===== src/hw/ctrl_pkg.sv =====
// Control plane shared definitions
// Bus request, settings bus and VITA time types, register map
// offsets, address windows and the compatibility number
`default_nettype none

package ctrl_pkg;

   ////////////////////////////////////////////////////////////
   // Bus and payload types
   typedef struct packed {
      logic [15:0] adr;
      logic [31:0] dat;
      logic        we;
   } wb_req_t;

   typedef struct packed {
      logic        stb;
      logic [7:0]  addr;
      logic [31:0] data;
   } set_bus_t;

   typedef struct packed {
      logic [63:0] now;
      logic [63:0] pps;
   } vita_times_t;

   ////////////////////////////////////////////////////////////
   // Address windows on the 16-bit byte address
   localparam logic [15:0] SETTINGS_WIN  = 16'h7000;
   localparam logic [15:0] SETTINGS_MASK = 16'hF000;
   localparam logic [15:0] READBACK_WIN  = 16'h5C00;
   localparam logic [15:0] READBACK_MASK = 16'hFC00;

   // Settings register bases
   localparam int SR_MISC   = 0;
   localparam int SR_TIME64 = 10;
   localparam int SR_DIVSW  = 180;

   // Offsets inside the misc block
   localparam int MISC_CLK     = 0;
   localparam int MISC_LED     = 3;
   localparam int MISC_PHY     = 4;
   localparam int MISC_BLDR    = 5;
   localparam int MISC_LED_SRC = 6;

   // Offsets inside the time block
   localparam int TIME_HI   = 0;
   localparam int TIME_LO   = 1;
   localparam int TIME_CTRL = 2;

   // Readback word indices
   localparam logic [3:0] RB_TIME_HI = 4'd10;
   localparam logic [3:0] RB_TIME_LO = 4'd11;
   localparam logic [3:0] RB_COMPAT  = 4'd12;
   localparam logic [3:0] RB_IO      = 4'd13;
   localparam logic [3:0] RB_PPS_HI  = 4'd14;
   localparam logic [3:0] RB_PPS_LO  = 4'd15;

   // Major in the upper half, minor in the lower half
   localparam logic [31:0] COMPAT_NUM = {16'd9, 16'd0};

   localparam logic [7:0]  LED_SRC_RESET  = 8'h1E;
   localparam logic [15:0] BOOT_SWAP_MASK = 16'hC000;

endpackage

`default_nettype wire

===== src/hw/umtrx_ctrl_top.sv =====
// Radio core control plane top level
// Bus slave port, settings bank, VITA time, readback and the
// bootloader reset controller, all on wb_clk
`timescale 1ns/1ps
`default_nettype none

module umtrx_ctrl_top import ctrl_pkg::*; #(
   parameter int SR_MISC   = ctrl_pkg::SR_MISC,
   parameter int SR_TIME64 = ctrl_pkg::SR_TIME64,
   parameter int SR_DIVSW  = ctrl_pkg::SR_DIVSW
) (
   input  wire logic        wb_clk,
   input  wire logic        por_rst,
   // Wishbone slave
   input  wire logic        wb_cyc_i,
   input  wire logic        wb_stb_i,
   input  wire logic        wb_we_i,
   input  wire logic [15:0] wb_adr_i,
   input  wire logic [31:0] wb_dat_i,
   output logic [31:0]      wb_dat_o,
   output logic             wb_ack_o,
   // Processor address path
   input  wire logic [15:0] cpu_adr_i,
   output logic [15:0]      m0_adr_o,
   // Status and control pins
   input  wire logic [3:0]  run_i,
   input  wire logic        pps_i,
   input  wire logic [1:0]  aux_ld_i,
   input  wire logic        button_i,
   output logic [7:0]       leds_o,
   output logic [1:0]       lms_res_o,
   output logic             phy_resetn_o,
   output logic [1:0]       div_sw_o
);

   logic        wb_rst;
   logic        bldr_done;
   set_bus_t    set_bus;
   logic [3:0]  rb_idx;
   logic        rb_vld;
   vita_times_t vita_times;

   boot_ctrl boot_ctrl_inst (
      .wb_clk      (wb_clk),
      .por_rst     (por_rst),
      .bldr_done_i (bldr_done),
      .cpu_adr_i   (cpu_adr_i),
      .wb_rst_o    (wb_rst),
      .m0_adr_o    (m0_adr_o)
   );

   ////////////////////////////////////////////////////////////
   // Stage one
   wb_slave_port wb_slave_port_inst (
      .wb_clk   (wb_clk),
      .wb_rst_i (wb_rst),
      .wb_cyc_i (wb_cyc_i),
      .wb_stb_i (wb_stb_i),
      .wb_we_i  (wb_we_i),
      .wb_adr_i (wb_adr_i),
      .wb_dat_i (wb_dat_i),
      .wb_ack_i (wb_ack_o),
      .set_o    (set_bus),
      .rb_idx_o (rb_idx),
      .rb_vld_o (rb_vld)
   );

   ////////////////////////////////////////////////////////////
   // Stage two
   setting_bank #(
      .MISC_BASE  (SR_MISC),
      .DIVSW_BASE (SR_DIVSW)
   ) setting_bank_inst (
      .wb_clk       (wb_clk),
      .wb_rst_i     (wb_rst),
      .set_i        (set_bus),
      .run_i        (run_i),
      .leds_o       (leds_o),
      .lms_res_o    (lms_res_o),
      .phy_resetn_o (phy_resetn_o),
      .div_sw_o     (div_sw_o),
      .bldr_done_o  (bldr_done)
   );

   vita_time #(
      .TIME_BASE (SR_TIME64)
   ) vita_time_inst (
      .wb_clk   (wb_clk),
      .wb_rst_i (wb_rst),
      .set_i    (set_bus),
      .pps_i    (pps_i),
      .times_o  (vita_times)
   );

   ////////////////////////////////////////////////////////////
   // Stage three
   readback_mux readback_mux_inst (
      .wb_clk   (wb_clk),
      .wb_rst_i (wb_rst),
      .rb_idx_i (rb_idx),
      .rb_vld_i (rb_vld),
      .times_i  (vita_times),
      .aux_ld_i (aux_ld_i),
      .button_i (button_i),
      .wb_dat_o (wb_dat_o),
      .wb_ack_o (wb_ack_o)
   );

endmodule

`default_nettype wire


===== src/hw/boot_ctrl.sv =====
// Bootloader reset controller
// Issues one internal reset when the bootloader finishes and swaps
// boot RAM and main RAM addresses while it runs
`timescale 1ns/1ps
`default_nettype none

module boot_ctrl import ctrl_pkg::*; (
   input  wire logic        wb_clk,
   input  wire logic        por_rst,
   input  wire logic        bldr_done_i,
   input  wire logic [15:0] cpu_adr_i,
   output logic             wb_rst_o,
   output logic [15:0]      m0_adr_o
);

   typedef enum logic {
      BLDR_WAIT = 1'b0,
      BLDR_DONE = 1'b1
   } bldr_state_t;

   bldr_state_t state;

   always_ff @(posedge wb_clk) begin
      if (por_rst) begin
         state    <= BLDR_WAIT;
         wb_rst_o <= 1'b1;
      end else begin
         case (state)
            BLDR_WAIT: begin
               wb_rst_o <= bldr_done_i;
               if (bldr_done_i)
                  state <= BLDR_DONE;
            end
            // Stays here until the next power-on reset
            default: begin
               wb_rst_o <= 1'b0;
            end
         endcase
      end
   end

   ////////////////////////////////////////////////////////////
   // Address swap, only boot RAM and main RAM regions move
   always_comb begin
      if (state == BLDR_WAIT && cpu_adr_i[15] == cpu_adr_i[14])
         m0_adr_o = cpu_adr_i ^ BOOT_SWAP_MASK;
      else
         m0_adr_o = cpu_adr_i;
   end

endmodule

`default_nettype wire


===== src/hw/readback_mux.sv =====
// Readback word select
// Registers the selected status word together with the bus ack
`timescale 1ns/1ps
`default_nettype none

module readback_mux import ctrl_pkg::*; (
   input  wire logic        wb_clk,
   input  wire logic        wb_rst_i,
   input  wire logic [3:0]  rb_idx_i,
   input  wire logic        rb_vld_i,
   input  wire vita_times_t times_i,
   input  wire logic [1:0]  aux_ld_i,
   input  wire logic        button_i,
   output logic [31:0]      wb_dat_o,
   output logic             wb_ack_o
);

   logic [31:0] rb_word;

   always_comb begin
      case (rb_idx_i)
         RB_TIME_HI: rb_word = times_i.now[63:32];
         RB_TIME_LO: rb_word = times_i.now[31:0];
         RB_COMPAT:  rb_word = COMPAT_NUM;
         RB_IO:      rb_word = {13'd0, aux_ld_i, button_i, 16'd0};
         RB_PPS_HI:  rb_word = times_i.pps[63:32];
         RB_PPS_LO:  rb_word = times_i.pps[31:0];
         // Router status and empty slots
         default:    rb_word = 32'd0;
      endcase
   end

   always_ff @(posedge wb_clk) begin
      if (wb_rst_i) begin
         wb_ack_o <= 1'b0;
      end else begin
         wb_ack_o <= rb_vld_i;
      end
   end

   always_ff @(posedge wb_clk) begin
      if (rb_vld_i)
         wb_dat_o <= rb_word;
   end

endmodule

`default_nettype wire


===== src/hw/vita_time.sv =====
// VITA 64-bit time counter
// Free-running count of wb_clk cycles, loadable now or at the
// next PPS edge, with the time captured at every PPS edge
`timescale 1ns/1ps
`default_nettype none

module vita_time import ctrl_pkg::*; #(
   parameter int TIME_BASE = 10
) (
   input  wire logic     wb_clk,
   input  wire logic     wb_rst_i,
   input  wire set_bus_t set_i,
   input  wire logic     pps_i,
   output vita_times_t   times_o
);

   localparam logic [7:0] A_HI   = 8'(TIME_BASE + TIME_HI);
   localparam logic [7:0] A_LO   = 8'(TIME_BASE + TIME_LO);
   localparam logic [7:0] A_CTRL = 8'(TIME_BASE + TIME_CTRL);

   logic [31:0] pend_hi;
   logic [31:0] pend_lo;
   logic [63:0] vt_now;
   logic [63:0] vt_pps;
   logic        armed;
   logic        load_now;
   logic        arm_pps;
   logic        pps_s1;
   logic        pps_s2;
   logic        pps_d;
   logic        pps_edge;

   assign load_now = set_i.stb && set_i.addr == A_CTRL && set_i.data[0];
   assign arm_pps  = set_i.stb && set_i.addr == A_CTRL && !set_i.data[0];

   // Pending load value
   always_ff @(posedge wb_clk) begin
      if (set_i.stb && set_i.addr == A_HI)
         pend_hi <= set_i.data;
      if (set_i.stb && set_i.addr == A_LO)
         pend_lo <= set_i.data;
   end

   ////////////////////////////////////////////////////////////
   // PPS synchronizer and rising edge detect
   always_ff @(posedge wb_clk) begin
      if (wb_rst_i) begin
         pps_s1 <= 1'b0;
         pps_s2 <= 1'b0;
         pps_d  <= 1'b0;
      end else begin
         pps_s1 <= pps_i;
         pps_s2 <= pps_s1;
         pps_d  <= pps_s2;
      end
   end

   assign pps_edge = pps_s2 & ~pps_d;

   ////////////////////////////////////////////////////////////
   // Counter, load and capture
   always_ff @(posedge wb_clk) begin
      if (wb_rst_i) begin
         vt_now <= 64'd0;
         vt_pps <= 64'd0;
         armed  <= 1'b0;
      end else begin
         if (load_now) begin
            vt_now <= {pend_hi, pend_lo};
         end else if (pps_edge && armed) begin
            vt_now <= {pend_hi, pend_lo};
         end else begin
            vt_now <= vt_now + 64'd1;
         end
         if (pps_edge) begin
            vt_pps <= vt_now;
         end
         // An armed load is consumed by the edge it waits for
         if (arm_pps)
            armed <= 1'b1;
         else if (pps_edge)
            armed <= 1'b0;
      end
   end

   assign times_o.now = vt_now;
   assign times_o.pps = vt_pps;

endmodule

`default_nettype wire


===== src/hw/setting_bank.sv =====
// Misc settings register bank
// Clock outputs, LEDs, PHY reset, bootloader done and diversity
// switches, plus the LED mux between run status and software
`timescale 1ns/1ps
`default_nettype none

module setting_bank import ctrl_pkg::*; #(
   parameter int MISC_BASE  = 0,
   parameter int DIVSW_BASE = 180
) (
   input  wire logic       wb_clk,
   input  wire logic       wb_rst_i,
   input  wire set_bus_t   set_i,
   input  wire logic [3:0] run_i,
   output logic [7:0]      leds_o,
   output logic [1:0]      lms_res_o,
   output logic            phy_resetn_o,
   output logic [1:0]      div_sw_o,
   output logic            bldr_done_o
);

   localparam logic [7:0] A_CLK     = 8'(MISC_BASE + MISC_CLK);
   localparam logic [7:0] A_LED     = 8'(MISC_BASE + MISC_LED);
   localparam logic [7:0] A_PHY     = 8'(MISC_BASE + MISC_PHY);
   localparam logic [7:0] A_BLDR    = 8'(MISC_BASE + MISC_BLDR);
   localparam logic [7:0] A_LED_SRC = 8'(MISC_BASE + MISC_LED_SRC);
   localparam logic [7:0] A_DIVSW1  = 8'(DIVSW_BASE);
   localparam logic [7:0] A_DIVSW2  = 8'(DIVSW_BASE + 1);

   logic [7:0] clock_outs;
   logic [7:0] led_sw;
   logic [7:0] led_src;
   logic [7:0] led_hw;
   logic       phy_reset;
   logic       bldr_done;
   logic [1:0] div_sw;

   ////////////////////////////////////////////////////////////
   // Register writes
   always_ff @(posedge wb_clk) begin
      if (wb_rst_i) begin
         clock_outs <= 8'd0;
         led_sw     <= 8'd0;
         led_src    <= LED_SRC_RESET;
         phy_reset  <= 1'b0;
         bldr_done  <= 1'b0;
         div_sw     <= 2'b11;
      end else if (set_i.stb) begin
         case (set_i.addr)
            A_CLK:     clock_outs <= set_i.data[7:0];
            A_LED:     led_sw     <= set_i.data[7:0];
            A_PHY:     phy_reset  <= set_i.data[0];
            A_BLDR:    bldr_done  <= set_i.data[0];
            A_LED_SRC: led_src    <= set_i.data[7:0];
            A_DIVSW1:  div_sw[0]  <= set_i.data[0];
            A_DIVSW2:  div_sw[1]  <= set_i.data[0];
            default:   ;
         endcase
      end
   end

   ////////////////////////////////////////////////////////////
   // LED mux, source bit 1 selects hardware status
   assign led_hw = {3'b000, run_i, 1'b0};
   assign leds_o = (led_src & led_hw) | (~led_src & led_sw);

   // LMS reset pins ride on the clock output register
   assign lms_res_o    = clock_outs[6:5];
   assign phy_resetn_o = ~phy_reset;
   assign div_sw_o     = div_sw;
   assign bldr_done_o  = bldr_done;

endmodule

`default_nettype wire


===== src/hw/wb_slave_port.sv =====
// Wishbone slave port
// Registers one request at a time and decodes it into either a
// settings bus write or a readback index with a valid pulse
`timescale 1ns/1ps
`default_nettype none

module wb_slave_port import ctrl_pkg::*; (
   input  wire logic        wb_clk,
   input  wire logic        wb_rst_i,
   input  wire logic        wb_cyc_i,
   input  wire logic        wb_stb_i,
   input  wire logic        wb_we_i,
   input  wire logic [15:0] wb_adr_i,
   input  wire logic [31:0] wb_dat_i,
   input  wire logic        wb_ack_i,
   output set_bus_t         set_o,
   output logic [3:0]       rb_idx_o,
   output logic             rb_vld_o
);

   wb_req_t req;
   logic    req_vld;
   logic    accept;
   logic    in_settings;
   logic    in_readback;
   logic    set_write;

   // Blocked while the request is in flight and while ack is out
   assign accept = wb_cyc_i & wb_stb_i & ~wb_ack_i & ~req_vld;

   always_ff @(posedge wb_clk) begin
      if (wb_rst_i) begin
         req_vld <= 1'b0;
      end else begin
         req_vld <= accept;
      end
   end

   // Request payload
   always_ff @(posedge wb_clk) begin
      if (accept) begin
         req.adr <= wb_adr_i;
         req.dat <= wb_dat_i;
         req.we  <= wb_we_i;
      end
   end

   ////////////////////////////////////////////////////////////
   // Window decode
   assign in_settings = (req.adr & SETTINGS_MASK) == SETTINGS_WIN;
   assign in_readback = (req.adr & READBACK_MASK) == READBACK_WIN;
   assign set_write   = req.we & in_settings;

   always_comb begin
      set_o.stb  = req_vld & set_write;
      set_o.addr = req.adr[9:2];
      set_o.data = req.dat;
   end

   // Every request gets acked, settings writes read back zero
   assign rb_vld_o = req_vld;
   assign rb_idx_o = in_readback ? req.adr[5:2] : 4'd0;

endmodule

`default_nettype wire


===== config.mk =====
export PLATFORM = sky130hd
export DESIGN_NAME = umtrx_ctrl_top
export DESIGN_NICKNAME = d
export VERILOG_FILES = /design/src/hw/ctrl_pkg.sv /design/src/hw/umtrx_ctrl_top.sv /design/src/hw/boot_ctrl.sv /design/src/hw/readback_mux.sv /design/src/hw/vita_time.sv /design/src/hw/setting_bank.sv /design/src/hw/wb_slave_port.sv
export SDC_FILE = /design/constraint.sdc
export NUM_CORES = 1
export LEC_CHECK = 0
export BUFFER_PORTS_ARGS = -buffer_cell sky130_fd_sc_hd__buf_2
export CAP_MARGIN = 20
export CORE_ASPECT_RATIO = 1.5
export CORE_MARGIN = 2
export CORE_UTILIZATION = 45
export CTS_CLUSTER_SIZE = 28
export DETAILED_ROUTE_END_ITERATION = 12
export PLACE_DENSITY = 0.71
export SLEW_MARGIN = 0
export SYNTH_ARGS = -nofsm -noshare
export SYNTH_HDL_FRONTEND = slang
export SYNTH_SLANG_ARGS = --single-unit

===== constraint.sdc =====
create_clock -name wb_clk -period 5.8 [get_ports wb_clk]
set_input_delay 0.58 -clock wb_clk [delete_from_list [all_inputs] [get_ports wb_clk]]
set_output_delay 0.58 -clock wb_clk [all_outputs]
set_load 0.03 [all_outputs]

==> impl_metrics.env <==
export IMPL_outcome="complete, no violations"
export IMPL_track_usage=0.195
export IMPL_synth_seq_cells=301
export IMPL_ctsResizeCount=0
export IMPL_drtIter0Drc=838
export IMPL_boundaryPins=139
export IMPL_relSlewSlack=0.308
export IMPL_period_needed_ps=3140
export IMPL_finalHoldViolCount=0
export IMPL_drv_slew=0
export IMPL_antenna_found_initial=0
export IMPL_post_cts_buffers=0
export IMPL_area_growth_pct=13.3
export IMPL_vdd_drop_max_mv=0.232
export IMPL_die_height_um=205
export IMPL_fin_crit_sh=0.542
export IMPL_synth_top_cells_by_count="185 x nand2_1, 158 x dfxtp_1, 143 x edfxtp_1"
export IMPL_via_count=8715
export IMPL_critPathCaptureType="flop"
export IMPL_dp_hpwl_um=17600
export IMPL_required_ps=6240
export IMPL_drt_pass1_iterations=5
export IMPL_dieArea_um2=28200
export IMPL_dpl_cell_count=1490
export IMPL_cts_root_buffer="clkbuf_16"
export IMPL_initial_core_util=0.456
export IMPL_gp_congestion=0.834
export IMPL_clkTransAtPathRegs_ps=70
export IMPL_clk_latency_ps=550
export IMPL_async_flop_share=0
export IMPL_postSynthAreaPerCell_um2=10.7
export IMPL_p_leak_nw=4.62
export IMPL_ant_nets=0
export IMPL_grt_pass1_vias=8217
export IMPL_synthCells=1123
export IMPL_grt_pass1_wl_um=43200
export IMPL_path_class="reg -> reg"
export IMPL_gr_total_overflow=0
export IMPL_stdcell_count=1542
export IMPL_wirelength_um=27300
export IMPL_use_met1=0.255
export IMPL_rows=73
export IMPL_syn_area_um2=12100
export IMPL_use_met3=0.0285
export IMPL_fmax_mhz=318
export IMPL_p_per_area_nw_per_um2=302
export IMPL_clkSinkCount=301
export IMPL_arrival_ps=3590
export IMPL_synth_fp_nets=1201
export IMPL_drv_cap=0
export IMPL_core_area_um2=26500
export IMPL_synth_top_area_cell="edfxtp_1"
export IMPL_postCtsHoldBufs=0
export IMPL_numCtsBuffers=28
export IMPL_die_width_um=138
export IMPL_synth_top_area_frac=0.356
export IMPL_tightest_slew_ps=1040
export IMPL_hold_class="in -> reg"
export IMPL_diodes=0
export IMPL_path_max_fanout=72
export IMPL_synth_seq_area_share=0.618
export IMPL_use_met2=0.329
export IMPL_fin_util=0.516
export IMPL_grt_busiest_layer="met2"
export IMPL_ys_flop_type="dfxtp_1"
export IMPL_drive_gt1_frac=0.149
export IMPL_num_fill_cells=2355
export IMPL_synthTopCellsByArea="edfxtp_1 36%, dfxtp_1 26%, nand2_1 5.8%"
export IMPL_finalClockSkew_ps=11.8
export IMPL_rsz0062_at_grt="false"
export IMPL_synth_distinct_cells=49
export IMPL_yosysWarnings=0
export IMPL_cts_tree="done"
export IMPL_io_buffers=108
export IMPL_synth_most_common_cell="nand2_1"
export IMPL_vias_per_cell=5.65
export IMPL_critPathLaunchType="flop"
export IMPL_synth_edf_count=143
export IMPL_setup_viol=0
export IMPL_grt_max_degree=94
export IMPL_final_setup_tns_ps=0
export IMPL_clk_path_buf_depth=3
export IMPL_htree_levels=1
export IMPL_wl_per_cell_um=17.7
export IMPL_drc=0
export IMPL_fin_nets=1261
[area by class of cell]
type | count | area [µm²] | area share
Clock buffer | 44 | 813 | 0.0595
Clock inverter | 8 | 62.6 | 0.00457
Inverter | 10 | 37.5 | 0.00274
Multi-Input combinational cell | 721 | 4240 | 0.310
Sequential cell | 301 | 7460 | 0.546
Tap cell | 337 | 422 | 0.0308
Timing Repair Buffer | 121 | 638 | 0.0467
[per-stage QoR]
stage                     cell area [µm²]  setup slack, ps  hold WS [ps]  power (mW)
after floorplan                     12100             1600           414        2.38
after global placement              12800             2730           420        2.41
after detailed placement            12800             2680           426        2.41
after CTS                           13700             2650           176        4.17
after global routing                13700             2390           181        4.26
final                               13700             2660           197        4.12
[power breakdown]
group          internal (mW)  switching (mW)
sequential              2.25          0.0297
combinational         0.0300          0.0569
clock                   1.00           0.759
total                   3.28           0.845
[sequential cells by signal (all words and copies together), names as in the netlist, 2 cells and up]
name,flops
readback_mux_inst.wb_dat_o,32
setting_bank_inst.clock_outs,2
setting_bank_inst.div_sw_o,2
setting_bank_inst.led_src,8
setting_bank_inst.led_sw,8
vita_time_inst.pend_hi,32
vita_time_inst.pend_lo,32
vita_time_inst.vt_now,64
vita_time_inst.vt_pps,64
wb_slave_port_inst.req,7
wb_slave_port_inst.set_o,40
[kinds of logic after synthesis]
family,Yosys count,synth area share
AOI/OAI and AO/OA,233,0.132
xor gates and xnor gates,33,0.0239
adders and majority gates,1,0.00104
buffers and inverters,101,0.0374
DFF,301,0.618
muxes,23,0.0195
and+or+nand+nor,431,0.168
[final timing paths]
check                                            startpoint                         to  slack, ps  depth (start not counted)
worst min-delay path                                por_rst       boot_ctrl_inst.state        200                          2
worst max register to register  wb_slave_port_inst.rb_vld_o  vita_time_inst.vt_now[42]       2660                          6
worst min register to register        vita_time_inst.pps_s1      vita_time_inst.pps_s2        440                          1
worst max-delay path            wb_slave_port_inst.rb_vld_o  vita_time_inst.vt_now[42]       2660                          6
[worst max-delay path, stage by stage (launching register included)]
cell      delay [ps]
dfxtp_2          580
and4b_1          370
and3_1           270
a32oi_4          650
buf_4            690
nor2_1           150
a311oi_1         290
[cell usage in the layout, fill, tap and decap left out, types with 3 or more instances in the layout]
cell,count
and2_1,3
nor4_1,10
clkbuf_1,11
buf_4,13
clkinv_2,5
a211o_1,4
mux2i_1,19
nor3_2,6
nand3_1,26
a22oi_1,60
o31ai_1,16
or3_1,16
a222oi_1,3
nor2b_1,14
dfxtp_1,156
a31oi_1,3
or4_1,19
nor2_1,94
and4_1,8
nand2b_1,6
mux2_2,4
a311oi_1,27
clkbuf_16,29
a211oi_1,33
edfxtp_1,143
nand2_1,185
buf_2,108
nor3_1,8
a21oi_1,68
o21ai_0,13
inv_1,10
xnor2_1,22
and3_1,6
clkbuf_8,3
nand4_1,15
xor2_1,11
[per-layer routing]
| metal | up-vias | routed length, µm |
|---|---|---|
| li1 | 4217 | - |
| met1 | 4175 | 11300 |
| met2 | 279 | 13500 |
| met3 | 44 | 1780 |
| met4 | 0 | 705 |
| met5 | - | 0 |
(Power assumes the default switching activity.)
